[src/rtl/decoder_defs.svh]
`ifndef DECODER_DEFS_SVH
`define DECODER_DEFS_SVH

// data path and address width
`define DEC_XLEN 32

// architectural register index width
`define DEC_REG_W 5

// reorder-buffer tag width, any positive value works
`define DEC_TAG_W 4

// width of the internal opcode handed to the back end
`define DEC_OP_W 6

// width of the major opcode field in bits 6..0
`define DEC_OPC_W 7

// width of the immediate format selector
`define DEC_FMT_W 3

// funct7 for the normal encoding of OP and shift immediates
`define DEC_F7_BASE 7'b0000000

// funct7 for SUB, SRA and SRAI
`define DEC_F7_ALT 7'b0100000

// tag the allocator restarts from after reset or clear
`define DEC_TAG_RESET '0

`endif

[src/rtl/decoder_pkg.sv]
`default_nettype none

`include "decoder_defs.svh"

package decoder_pkg;

    // major opcodes of the RV32I base set
    typedef enum logic [`DEC_OPC_W-1:0] {
        OPC_OP     = 7'b0110011,
        OPC_OP_IMM = 7'b0010011,
        OPC_LOAD   = 7'b0000011,
        OPC_STORE  = 7'b0100011,
        OPC_BRANCH = 7'b1100011,
        OPC_JALR   = 7'b1100111,
        OPC_JAL    = 7'b1101111,
        OPC_AUIPC  = 7'b0010111,
        OPC_LUI    = 7'b0110111
    } rv_opcode_e;

    // internal opcodes, numbered as the back end expects them
    typedef enum logic [`DEC_OP_W-1:0] {
        OP_ADD     = 6'd0,
        OP_SUB     = 6'd1,
        OP_AND     = 6'd2,
        OP_OR      = 6'd3,
        OP_XOR     = 6'd4,
        OP_SLL     = 6'd5,
        OP_SRL     = 6'd6,
        OP_SRA     = 6'd7,
        OP_SLT     = 6'd8,
        OP_SLTU    = 6'd9,
        OP_ADDI    = 6'd10,
        OP_ANDI    = 6'd11,
        OP_ORI     = 6'd12,
        OP_XORI    = 6'd13,
        OP_SLLI    = 6'd14,
        OP_SRLI    = 6'd15,
        OP_SRAI    = 6'd16,
        OP_SLTI    = 6'd17,
        OP_SLTIU   = 6'd18,
        OP_LB      = 6'd19,
        OP_LBU     = 6'd20,
        OP_LH      = 6'd21,
        OP_LHU     = 6'd22,
        OP_LW      = 6'd23,
        OP_SB      = 6'd24,
        OP_SH      = 6'd25,
        OP_SW      = 6'd26,
        OP_BEQ     = 6'd27,
        OP_BGE     = 6'd28,
        OP_BGEU    = 6'd29,
        OP_BLT     = 6'd30,
        OP_BLTU    = 6'd31,
        OP_BNE     = 6'd32,
        OP_JAL     = 6'd33,
        OP_JALR    = 6'd34,
        OP_AUIPC   = 6'd35,
        OP_LUI     = 6'd36,
        OP_NOTHING = 6'd37
    } dec_op_e;

    // how the immediate is cut out of the instruction word
    typedef enum logic [`DEC_FMT_W-1:0] {
        IMM_NONE  = 3'd0,
        IMM_I     = 3'd1,
        IMM_SHAMT = 3'd2,
        IMM_S     = 3'd3,
        IMM_B     = 3'd4,
        IMM_J     = 3'd5,
        IMM_U     = 3'd6
    } imm_fmt_e;

    typedef struct packed {
        dec_op_e  op;
        imm_fmt_e fmt;
        logic     is_mem;
    } dec_ctrl_t;

    // one decoded instruction as it leaves the stage
    typedef struct packed {
        dec_op_e                op;
        logic [`DEC_REG_W-1:0]  rd;
        logic [`DEC_REG_W-1:0]  rs1;
        logic [`DEC_REG_W-1:0]  rs2;
        logic [`DEC_XLEN-1:0]   imm;
        logic [`DEC_XLEN-1:0]   pc;
        logic [`DEC_XLEN-1:0]   pc_next;
        logic [`DEC_TAG_W-1:0]  tag;
    } dispatch_pkt_t;

endpackage

`default_nettype wire

[src/rtl/op_decode.sv]
`timescale 1ns/100ps
`default_nettype none

`include "decoder_defs.svh"

module op_decode (
    input  wire logic [`DEC_XLEN-1:0] instruction,
    output decoder_pkg::dec_ctrl_t    ctrl
);

    decoder_pkg::rv_opcode_e opcode;
    decoder_pkg::dec_op_e    op;
    decoder_pkg::imm_fmt_e   fmt;
    logic                    is_mem;
    logic [2:0]              funct3;
    logic [6:0]              funct7;

    assign opcode = decoder_pkg::rv_opcode_e'(instruction[6:0]);
    assign funct3 = instruction[14:12];
    assign funct7 = instruction[31:25];

    always_comb begin
        op     = decoder_pkg::OP_NOTHING;
        fmt    = decoder_pkg::IMM_NONE;
        is_mem = 1'b0;
        case (opcode)
            decoder_pkg::OPC_OP: begin
                // register ops carry no immediate at all
                fmt = decoder_pkg::IMM_NONE;
                if (funct7 == `DEC_F7_BASE) begin
                    case (funct3)
                        3'b000:  op = decoder_pkg::OP_ADD;
                        3'b001:  op = decoder_pkg::OP_SLL;
                        3'b010:  op = decoder_pkg::OP_SLT;
                        3'b011:  op = decoder_pkg::OP_SLTU;
                        3'b100:  op = decoder_pkg::OP_XOR;
                        3'b101:  op = decoder_pkg::OP_SRL;
                        3'b110:  op = decoder_pkg::OP_OR;
                        default: op = decoder_pkg::OP_AND;
                    endcase
                end else if (funct7 == `DEC_F7_ALT) begin
                    // only SUB and SRA exist with the alternate funct7
                    if (funct3 == 3'b000) begin
                        op = decoder_pkg::OP_SUB;
                    end else if (funct3 == 3'b101) begin
                        op = decoder_pkg::OP_SRA;
                    end
                end
            end
            decoder_pkg::OPC_OP_IMM: begin
                fmt = decoder_pkg::IMM_I;
                case (funct3)
                    3'b000: op = decoder_pkg::OP_ADDI;
                    3'b010: op = decoder_pkg::OP_SLTI;
                    3'b011: op = decoder_pkg::OP_SLTIU;
                    3'b100: op = decoder_pkg::OP_XORI;
                    3'b110: op = decoder_pkg::OP_ORI;
                    3'b111: op = decoder_pkg::OP_ANDI;
                    3'b001: begin
                        fmt = decoder_pkg::IMM_SHAMT;
                        if (funct7 == `DEC_F7_BASE) begin
                            op = decoder_pkg::OP_SLLI;
                        end
                    end
                    default: begin
                        // funct3 101 holds both right shifts, told apart by bit 30
                        fmt = decoder_pkg::IMM_SHAMT;
                        if (funct7 == `DEC_F7_BASE) begin
                            op = decoder_pkg::OP_SRLI;
                        end else if (funct7 == `DEC_F7_ALT) begin
                            op = decoder_pkg::OP_SRAI;
                        end
                    end
                endcase
            end
            decoder_pkg::OPC_LOAD: begin
                fmt    = decoder_pkg::IMM_I;
                is_mem = 1'b1;
                case (funct3)
                    3'b000:  op = decoder_pkg::OP_LB;
                    3'b001:  op = decoder_pkg::OP_LH;
                    3'b010:  op = decoder_pkg::OP_LW;
                    3'b100:  op = decoder_pkg::OP_LBU;
                    3'b101:  op = decoder_pkg::OP_LHU;
                    default: op = decoder_pkg::OP_NOTHING;
                endcase
            end
            decoder_pkg::OPC_STORE: begin
                fmt    = decoder_pkg::IMM_S;
                is_mem = 1'b1;
                case (funct3)
                    3'b000:  op = decoder_pkg::OP_SB;
                    3'b001:  op = decoder_pkg::OP_SH;
                    3'b010:  op = decoder_pkg::OP_SW;
                    default: op = decoder_pkg::OP_NOTHING;
                endcase
            end
            decoder_pkg::OPC_BRANCH: begin
                fmt = decoder_pkg::IMM_B;
                case (funct3)
                    3'b000:  op = decoder_pkg::OP_BEQ;
                    3'b001:  op = decoder_pkg::OP_BNE;
                    3'b100:  op = decoder_pkg::OP_BLT;
                    3'b101:  op = decoder_pkg::OP_BGE;
                    3'b110:  op = decoder_pkg::OP_BLTU;
                    3'b111:  op = decoder_pkg::OP_BGEU;
                    default: op = decoder_pkg::OP_NOTHING;
                endcase
            end
            decoder_pkg::OPC_JALR: begin
                fmt = decoder_pkg::IMM_I;
                if (funct3 == 3'b000) begin
                    op = decoder_pkg::OP_JALR;
                end
            end
            decoder_pkg::OPC_JAL: begin
                fmt = decoder_pkg::IMM_J;
                op  = decoder_pkg::OP_JAL;
            end
            decoder_pkg::OPC_AUIPC: begin
                fmt = decoder_pkg::IMM_U;
                op  = decoder_pkg::OP_AUIPC;
            end
            decoder_pkg::OPC_LUI: begin
                fmt = decoder_pkg::IMM_U;
                op  = decoder_pkg::OP_LUI;
            end
            default: begin
                op = decoder_pkg::OP_NOTHING;
            end
        endcase

        // an illegal word must not reach the load/store buffer or carry an offset
        if (op == decoder_pkg::OP_NOTHING) begin
            fmt    = decoder_pkg::IMM_NONE;
            is_mem = 1'b0;
        end

        ctrl.op     = op;
        ctrl.fmt    = fmt;
        ctrl.is_mem = is_mem;
    end

endmodule

`default_nettype wire

[src/rtl/imm_gen.sv]
`timescale 1ns/100ps
`default_nettype none

`include "decoder_defs.svh"

module imm_gen (
    input  wire logic [`DEC_XLEN-1:0]   instruction,
    input  wire decoder_pkg::imm_fmt_e  fmt,
    output logic [`DEC_XLEN-1:0]        imm
);

    logic sign;

    // every signed format takes its sign from bit 31
    assign sign = instruction[31];

    always_comb begin
        case (fmt)
            decoder_pkg::IMM_I: begin
                imm = {{(`DEC_XLEN-12){sign}}, instruction[31:20]};
            end
            decoder_pkg::IMM_SHAMT: begin
                // shift amount is unsigned and only five bits wide
                imm = {{(`DEC_XLEN-5){1'b0}}, instruction[24:20]};
            end
            decoder_pkg::IMM_S: begin
                imm = {{(`DEC_XLEN-12){sign}}, instruction[31:25], instruction[11:7]};
            end
            decoder_pkg::IMM_B: begin
                imm = {{(`DEC_XLEN-13){sign}}, instruction[31], instruction[7],
                       instruction[30:25], instruction[11:8], 1'b0};
            end
            decoder_pkg::IMM_J: begin
                imm = {{(`DEC_XLEN-21){sign}}, instruction[31], instruction[19:12],
                       instruction[20], instruction[30:21], 1'b0};
            end
            decoder_pkg::IMM_U: begin
                imm = {instruction[31:12], 12'b0};
            end
            default: begin
                // register ops and illegal words
                imm = '0;
            end
        endcase
    end

endmodule

`default_nettype wire

[src/rtl/dispatch_stage.sv]
`timescale 1ns/100ps
`default_nettype none

`include "decoder_defs.svh"

module dispatch_stage (
    input  wire logic                  clk_in,
    input  wire logic                  rst_n,
    input  wire logic                  rdy_in,
    input  wire logic                  clear,
    input  wire logic                  fetch_valid,
    input  wire decoder_pkg::dec_ctrl_t ctrl,
    input  wire logic [`DEC_XLEN-1:0]  imm,
    input  wire logic [`DEC_XLEN-1:0]  instruction,
    input  wire logic [`DEC_XLEN-1:0]  pc,
    input  wire logic [`DEC_XLEN-1:0]  pc_next,
    output decoder_pkg::dispatch_pkt_t pkt,
    output logic                       rs_valid,
    output logic                       lsb_valid,
    output logic                       rob_valid
);

    logic [`DEC_TAG_W-1:0]     tag_cnt;
    logic                      accept;
    logic                      issue_q;
    logic                      lsb_q;
    decoder_pkg::dispatch_pkt_t pkt_d;

    // clear wins over a fetch arriving in the same cycle
    assign accept = fetch_valid & ~clear;

    always_comb begin
        pkt_d.op      = ctrl.op;
        pkt_d.rd      = instruction[11:7];
        pkt_d.rs1     = instruction[19:15];
        pkt_d.rs2     = instruction[24:20];
        pkt_d.imm     = imm;
        pkt_d.pc      = pc;
        pkt_d.pc_next = pc_next;
        pkt_d.tag     = tag_cnt;
    end

    // rdy_in low freezes everything including the strobes
    always_ff @(posedge clk_in or negedge rst_n) begin
        if (!rst_n) begin
            pkt     <= '0;
            issue_q <= 1'b0;
            lsb_q   <= 1'b0;
            tag_cnt <= `DEC_TAG_RESET;
        end else if (rdy_in) begin
            if (accept) begin
                pkt     <= pkt_d;
                issue_q <= 1'b1;
                lsb_q   <= ctrl.is_mem;
                // wraps naturally at 2^DEC_TAG_W
                tag_cnt <= tag_cnt + 1'b1;
            end else begin
                issue_q <= 1'b0;
                lsb_q   <= 1'b0;
                if (clear) begin
                    tag_cnt <= `DEC_TAG_RESET;
                end
            end
        end
    end

    // every accepted instruction goes to both the stations and the ROB
    assign rs_valid  = issue_q;
    assign rob_valid = issue_q;
    assign lsb_valid = lsb_q;

endmodule

`default_nettype wire

[src/rtl/decoder_top.sv]
`timescale 1ns/100ps
`default_nettype none

`include "decoder_defs.svh"

module decoder_top (
    input  wire logic                  clk_in,
    input  wire logic                  rst_n,
    input  wire logic                  rdy_in,
    input  wire logic                  clear,
    input  wire logic                  fetch_valid,
    input  wire logic [`DEC_XLEN-1:0]  pc,
    input  wire logic [`DEC_XLEN-1:0]  pc_next,
    input  wire logic [`DEC_XLEN-1:0]  instruction,
    output decoder_pkg::dispatch_pkt_t pkt,
    output logic                       rs_valid,
    output logic                       lsb_valid,
    output logic                       rob_valid
);

    decoder_pkg::dec_ctrl_t ctrl;
    logic [`DEC_XLEN-1:0]   imm;

    op_decode u_op_decode (
        .instruction (instruction),
        .ctrl        (ctrl)
    );

    imm_gen u_imm_gen (
        .instruction (instruction),
        .fmt         (ctrl.fmt),
        .imm         (imm)
    );

    dispatch_stage u_dispatch_stage (
        .clk_in      (clk_in),
        .rst_n       (rst_n),
        .rdy_in      (rdy_in),
        .clear       (clear),
        .fetch_valid (fetch_valid),
        .ctrl        (ctrl),
        .imm         (imm),
        .instruction (instruction),
        .pc          (pc),
        .pc_next     (pc_next),
        .pkt         (pkt),
        .rs_valid    (rs_valid),
        .lsb_valid   (lsb_valid),
        .rob_valid   (rob_valid)
    );

endmodule

`default_nettype wire

[config.mk]
export PLATFORM = sky130hd
export DESIGN_NAME = decoder_top
export DESIGN_NICKNAME = d
export VERILOG_FILES = /design/src/rtl/decoder_pkg.sv /design/src/rtl/op_decode.sv /design/src/rtl/imm_gen.sv /design/src/rtl/dispatch_stage.sv /design/src/rtl/decoder_top.sv
export VERILOG_INCLUDE_DIRS = /design/src /design/src/rtl
export SDC_FILE = /design/constraint.sdc
export NUM_CORES = 1
export LEC_CHECK = 0
export ABC_AREA = 1
export BUFFER_PORTS_ARGS = -buffer_cell sky130_fd_sc_hd__buf_2
export CORE_ASPECT_RATIO = 1.25
export CORE_MARGIN = 3
export CORE_UTILIZATION = 45
export CTS_BUF_LIST = sky130_fd_sc_hd__clkbuf_8 sky130_fd_sc_hd__clkbuf_16
export CTS_CLUSTER_SIZE = 12
export DETAILED_ROUTE_END_ITERATION = 7
export GPL_TIMING_DRIVEN = 0
export PLACE_DENSITY = 0.77
export SYNTH_ARGS = -nofsm -noshare
export SYNTH_HDL_FRONTEND = slang
export SYNTH_SLANG_ARGS = --single-unit
[constraint.sdc]
create_clock -name clk_in -period 0.88 [get_ports clk_in]
set_input_delay 0 -clock clk_in [delete_from_list [all_inputs] [get_ports clk_in]]
set_output_delay 0 -clock clk_in [all_outputs]
set_load 0.02 [all_outputs]
==> out/qor.csv <==
metric,value,unit
status,"finished, violations left",
violated checks,negative setup slack,
clock edge transition at the registers on the reported setup and hold paths,0.06,ns
initial core utilization,46.5,%
GPL Wtd Cong,0.923,
Hold Path Class,in2async,
Worst-Margin Slew,0.635,ns
die area,0.0147,sq mm
critical path type,in2reg,
clk buf depth,2,
max-slew violations,0,
sequential share of the synthesized area,53.2,%
cells along the critical path,"buf_6, nor2_4, nand2_4, nor2_4, nand3_1, nand2_1, nand3_1, nor2_1, nand2_1, nand3_4, buf_8, nand2_4, buf_6, nand3b_1, nand3_1, nand2_1, nand2_1",
Crit Path Max Fanout,8,
share of layout cells above drive strength 1,41.4,%
critical path's slowest cell,nor2_4,
critical path launch point type,input pin,
CTS sink cnt,127,
drt via density,5.57,
worst r2r src,u_dispatch_stage.tag_cnt[1],
reg2reg end,u_dispatch_stage.tag_cnt[2],
Critical Path AT,1.97,ns
final wirelength,29600,um
vias,7926,
core area,0.0128,sq mm
NumNets Final,1343,
slack of the critical path,-0.752,ns
Crit path largest cell delay,0.20,ns
initial DRC count,812,
Core Rows,46,
Die X,109,um
RSZ-0062 raised after global routing,yes,
final antenna-violating net count,0,
# IOs,225,
Buf/Inv on CP,3,
H-Tree Depth,4,
dpl cell area,0.00747,sq mm
first-pass GRT wire length,38500,um
CTS tree,done,
DRC errors left,0,
die height,135,um
wire per inst,20.8,um
Cell Pwr Density,1740,mW/mm^2
Area Growth Syn to Fin,87.9,%
Mean Syn Cell Area,7.50,sq um
Max Fclk,0.613,GHz
R2R depth,3,
final setup fails,173,
"Top cell by count, worst path",nand2_1,
IO buf count,221,
Syn Nets,898,
MaxCap Viol Count,0,
gr usage total,33.9,%
Hold WS,0.0426,ns
fin crit period,1.63,ns
largest net degree at the start of global routing,99,
clock insertion delay at the later pin of the skew report,0.41,ns
antenna violations before repair,1,
Mapped Area,0.00597,sq mm
Clock Skew,0.00331,ns
leakage power,0.00611,uW
maximum VDD drop,1200,uV
"Design Area, Final",0.0112,sq mm
vias in the first global route,7497,
Slew headroom,57.7,%
"reg-to-reg slack, setup",-0.12,ns
Pre-antenna DRT Iters,6,
#FFs+latches synth,127,
Netlist cell types,33,
grt ovf,0,
Post-Syn Instances,796,
Post-DP HPWL,13300,um
Syn. warnings,0,
CP endpoint kind,flop,
Fin. Hold Viols,0,
CTS Buf Count,17,
cell family with most CP delay,simple AND/OR/NAND/NOR gates,
Root Buffer,clkbuf_16,
period utilization,185,%
CP Data Required Time,1.22,ns
-- worst max path at each step --
stage	start	endpoint	slack [ns]	depth (start not counted)
2_1_floorplan	instruction[12]	u_dispatch_stage.pkt[80]	-0.63	17
3_3_place_gp	rst_n	u_dispatch_stage.pkt[110]	-1.86	1
3_5_place_dp	instruction[3]	u_dispatch_stage.pkt[73]	-1.24	15
4_1_cts	instruction[31]	u_dispatch_stage.pkt[80]	-0.51	18
5_1_grt	instruction[25]	u_dispatch_stage.pkt[91]	-0.83	17
6_report	instruction[25]	u_dispatch_stage.pkt[79]	-0.75	17
-- cells in the mapped netlist --
master / count / area [sq um]
inv_1: 50 / 188
o22ai_1: 2 / 12.5
xnor2_1: 1 / 8.76
buf_4: 3 / 22.5
o21ai_0: 26 / 130
nand3_2: 2 / 20.0
nor2_4: 3 / 33.8
o31ai_1: 1 / 7.51
nand4_1: 3 / 18.8
a21oi_1: 3 / 15.0
nand4_2: 1 / 12.5
a31oi_1: 5 / 31.3
buf_2: 5 / 25.0
o2111ai_1: 1 / 8.76
buf_1: 5 / 18.8
ha_1: 1 / 12.5
or2_1: 1 / 6.26
o21a_1: 3 / 22.5
nand2_2: 7 / 43.8
dfrtp_1: 127 / 3180
o21ai_1: 1 / 5.00
nand2_1: 435 / 1630
nand3b_1: 2 / 15.0
inv_2: 3 / 11.3
mux2i_1: 1 / 10.0
nor3_1: 2 / 10.0
nand3_1: 33 / 165
o211ai_2: 2 / 25.0
nor2_1: 43 / 161
o21ai_2: 1 / 8.76
clkbuf_1: 18 / 67.6
buf_6: 2 / 22.5
nor2_2: 3 / 18.8
-- cell type report --
class | count | area, sq um
Antenna cell | 2 | 5.00
Buffer | 33 | 230
Clock buffer | 18 | 439
Clock inverter | 13 | 116
Fill cell | 542 | 1620
Inverter | 53 | 229
Multi-Input combinational cell | 583 | 2980
Sequential cell | 127 | 3180
Tap cell | 168 | 210
Timing Repair Buffer | 426 | 3830
-- metal layers --
metal	track usage, %	part of all wire (%)
met5	0	0
met4	19.3	7.6
met3	7.65	8.9
met2	59.6	51
met1	36.9	33
-- power breakdown --
part | switching (uW) | internal [uW] | leakage, uW
registers | 633 | 6530 | 0.00163
clock network | 2830 | 3960 | 0.000274
logic | 2830 | 2780 | 0.00420
-- state kept, by name (all words and copies together), names as in the netlist --
register                    count
u_dispatch_stage.pkt          121
u_dispatch_stage.tag_cnt        4
u_dispatch_stage.lsb_valid      1
u_dispatch_stage.rob_valid      1
-- placed cells by master (no fill, tap or decap), drive strengths merged --
| master | n |
|---|---|
| a31oi | 5 |
| mux2i | 1 |
| o2111ai | 1 |
| xnor2 | 1 |
| ha | 1 |
| diode | 2 |
| or2 | 1 |
| nor3 | 2 |
| inv | 54 |
| nand4 | 4 |
| dlygate4sd3 | 92 |
| nand3b | 2 |
| buf | 349 |
| clkinvlp | 2 |
| a21oi | 3 |
| nand3 | 35 |
| nor2 | 49 |
| o31ai | 1 |
| clkbuf | 36 |
| o22ai | 2 |
| clkinv | 9 |
| dfrtp | 127 |
| nand2 | 442 |
| o211ai | 2 |
| o21a | 3 |
| bufinv | 1 |
| o21ai | 28 |
-- kinds of logic (layout without fill, tap and decap cells) --
logic type               after synthesis  in the layout  share of synthesized area (%)
XOR/XNOR                               1              1                          0.147
adder cells (fa/ha/maj)                1              1                          0.210
AND/OR/NAND/NOR                      535            535                           35.8
other                                  0              2                              0
flip-flops                           127            127                           53.2
multiplexers                           1              1                          0.168
AO/OA/AOI/OAI                         45             45                           4.46
buffers and inverters                 86            543                           5.95
-- metrics by stage --
stage | setup TNS (ns) | power [uW] | std cells | setup WS (ns) | utilization [%]
global placement | -302.54 | 10100 | 1185 | -1.86 | 58.0
detailed placement | -68.63 | 10200 | 1186 | -1.24 | 58.2
global route | -38.01 | 20100 | 1421 | -0.828 | 87.4
CTS | -23.90 | 18500 | 1372 | -0.513 | 82.0
floorplan | -19.61 | 8770 | 796 | -0.631 | -
finish | -31.14 | 19600 | 1423 | -0.752 | 87.4
-- what timing repair did --
item                                    in CTS  in global routing
buffers inserted                            63                 55
hold buffers                                92                  0
endpoints found under the hold margin      233                  0
gates cloned                                 0                  2
gates resized for setup                    339                103
pin swaps                                   45                 51
endpoints found under the setup margin     194                337
Power figures use the tool's default switching activity.
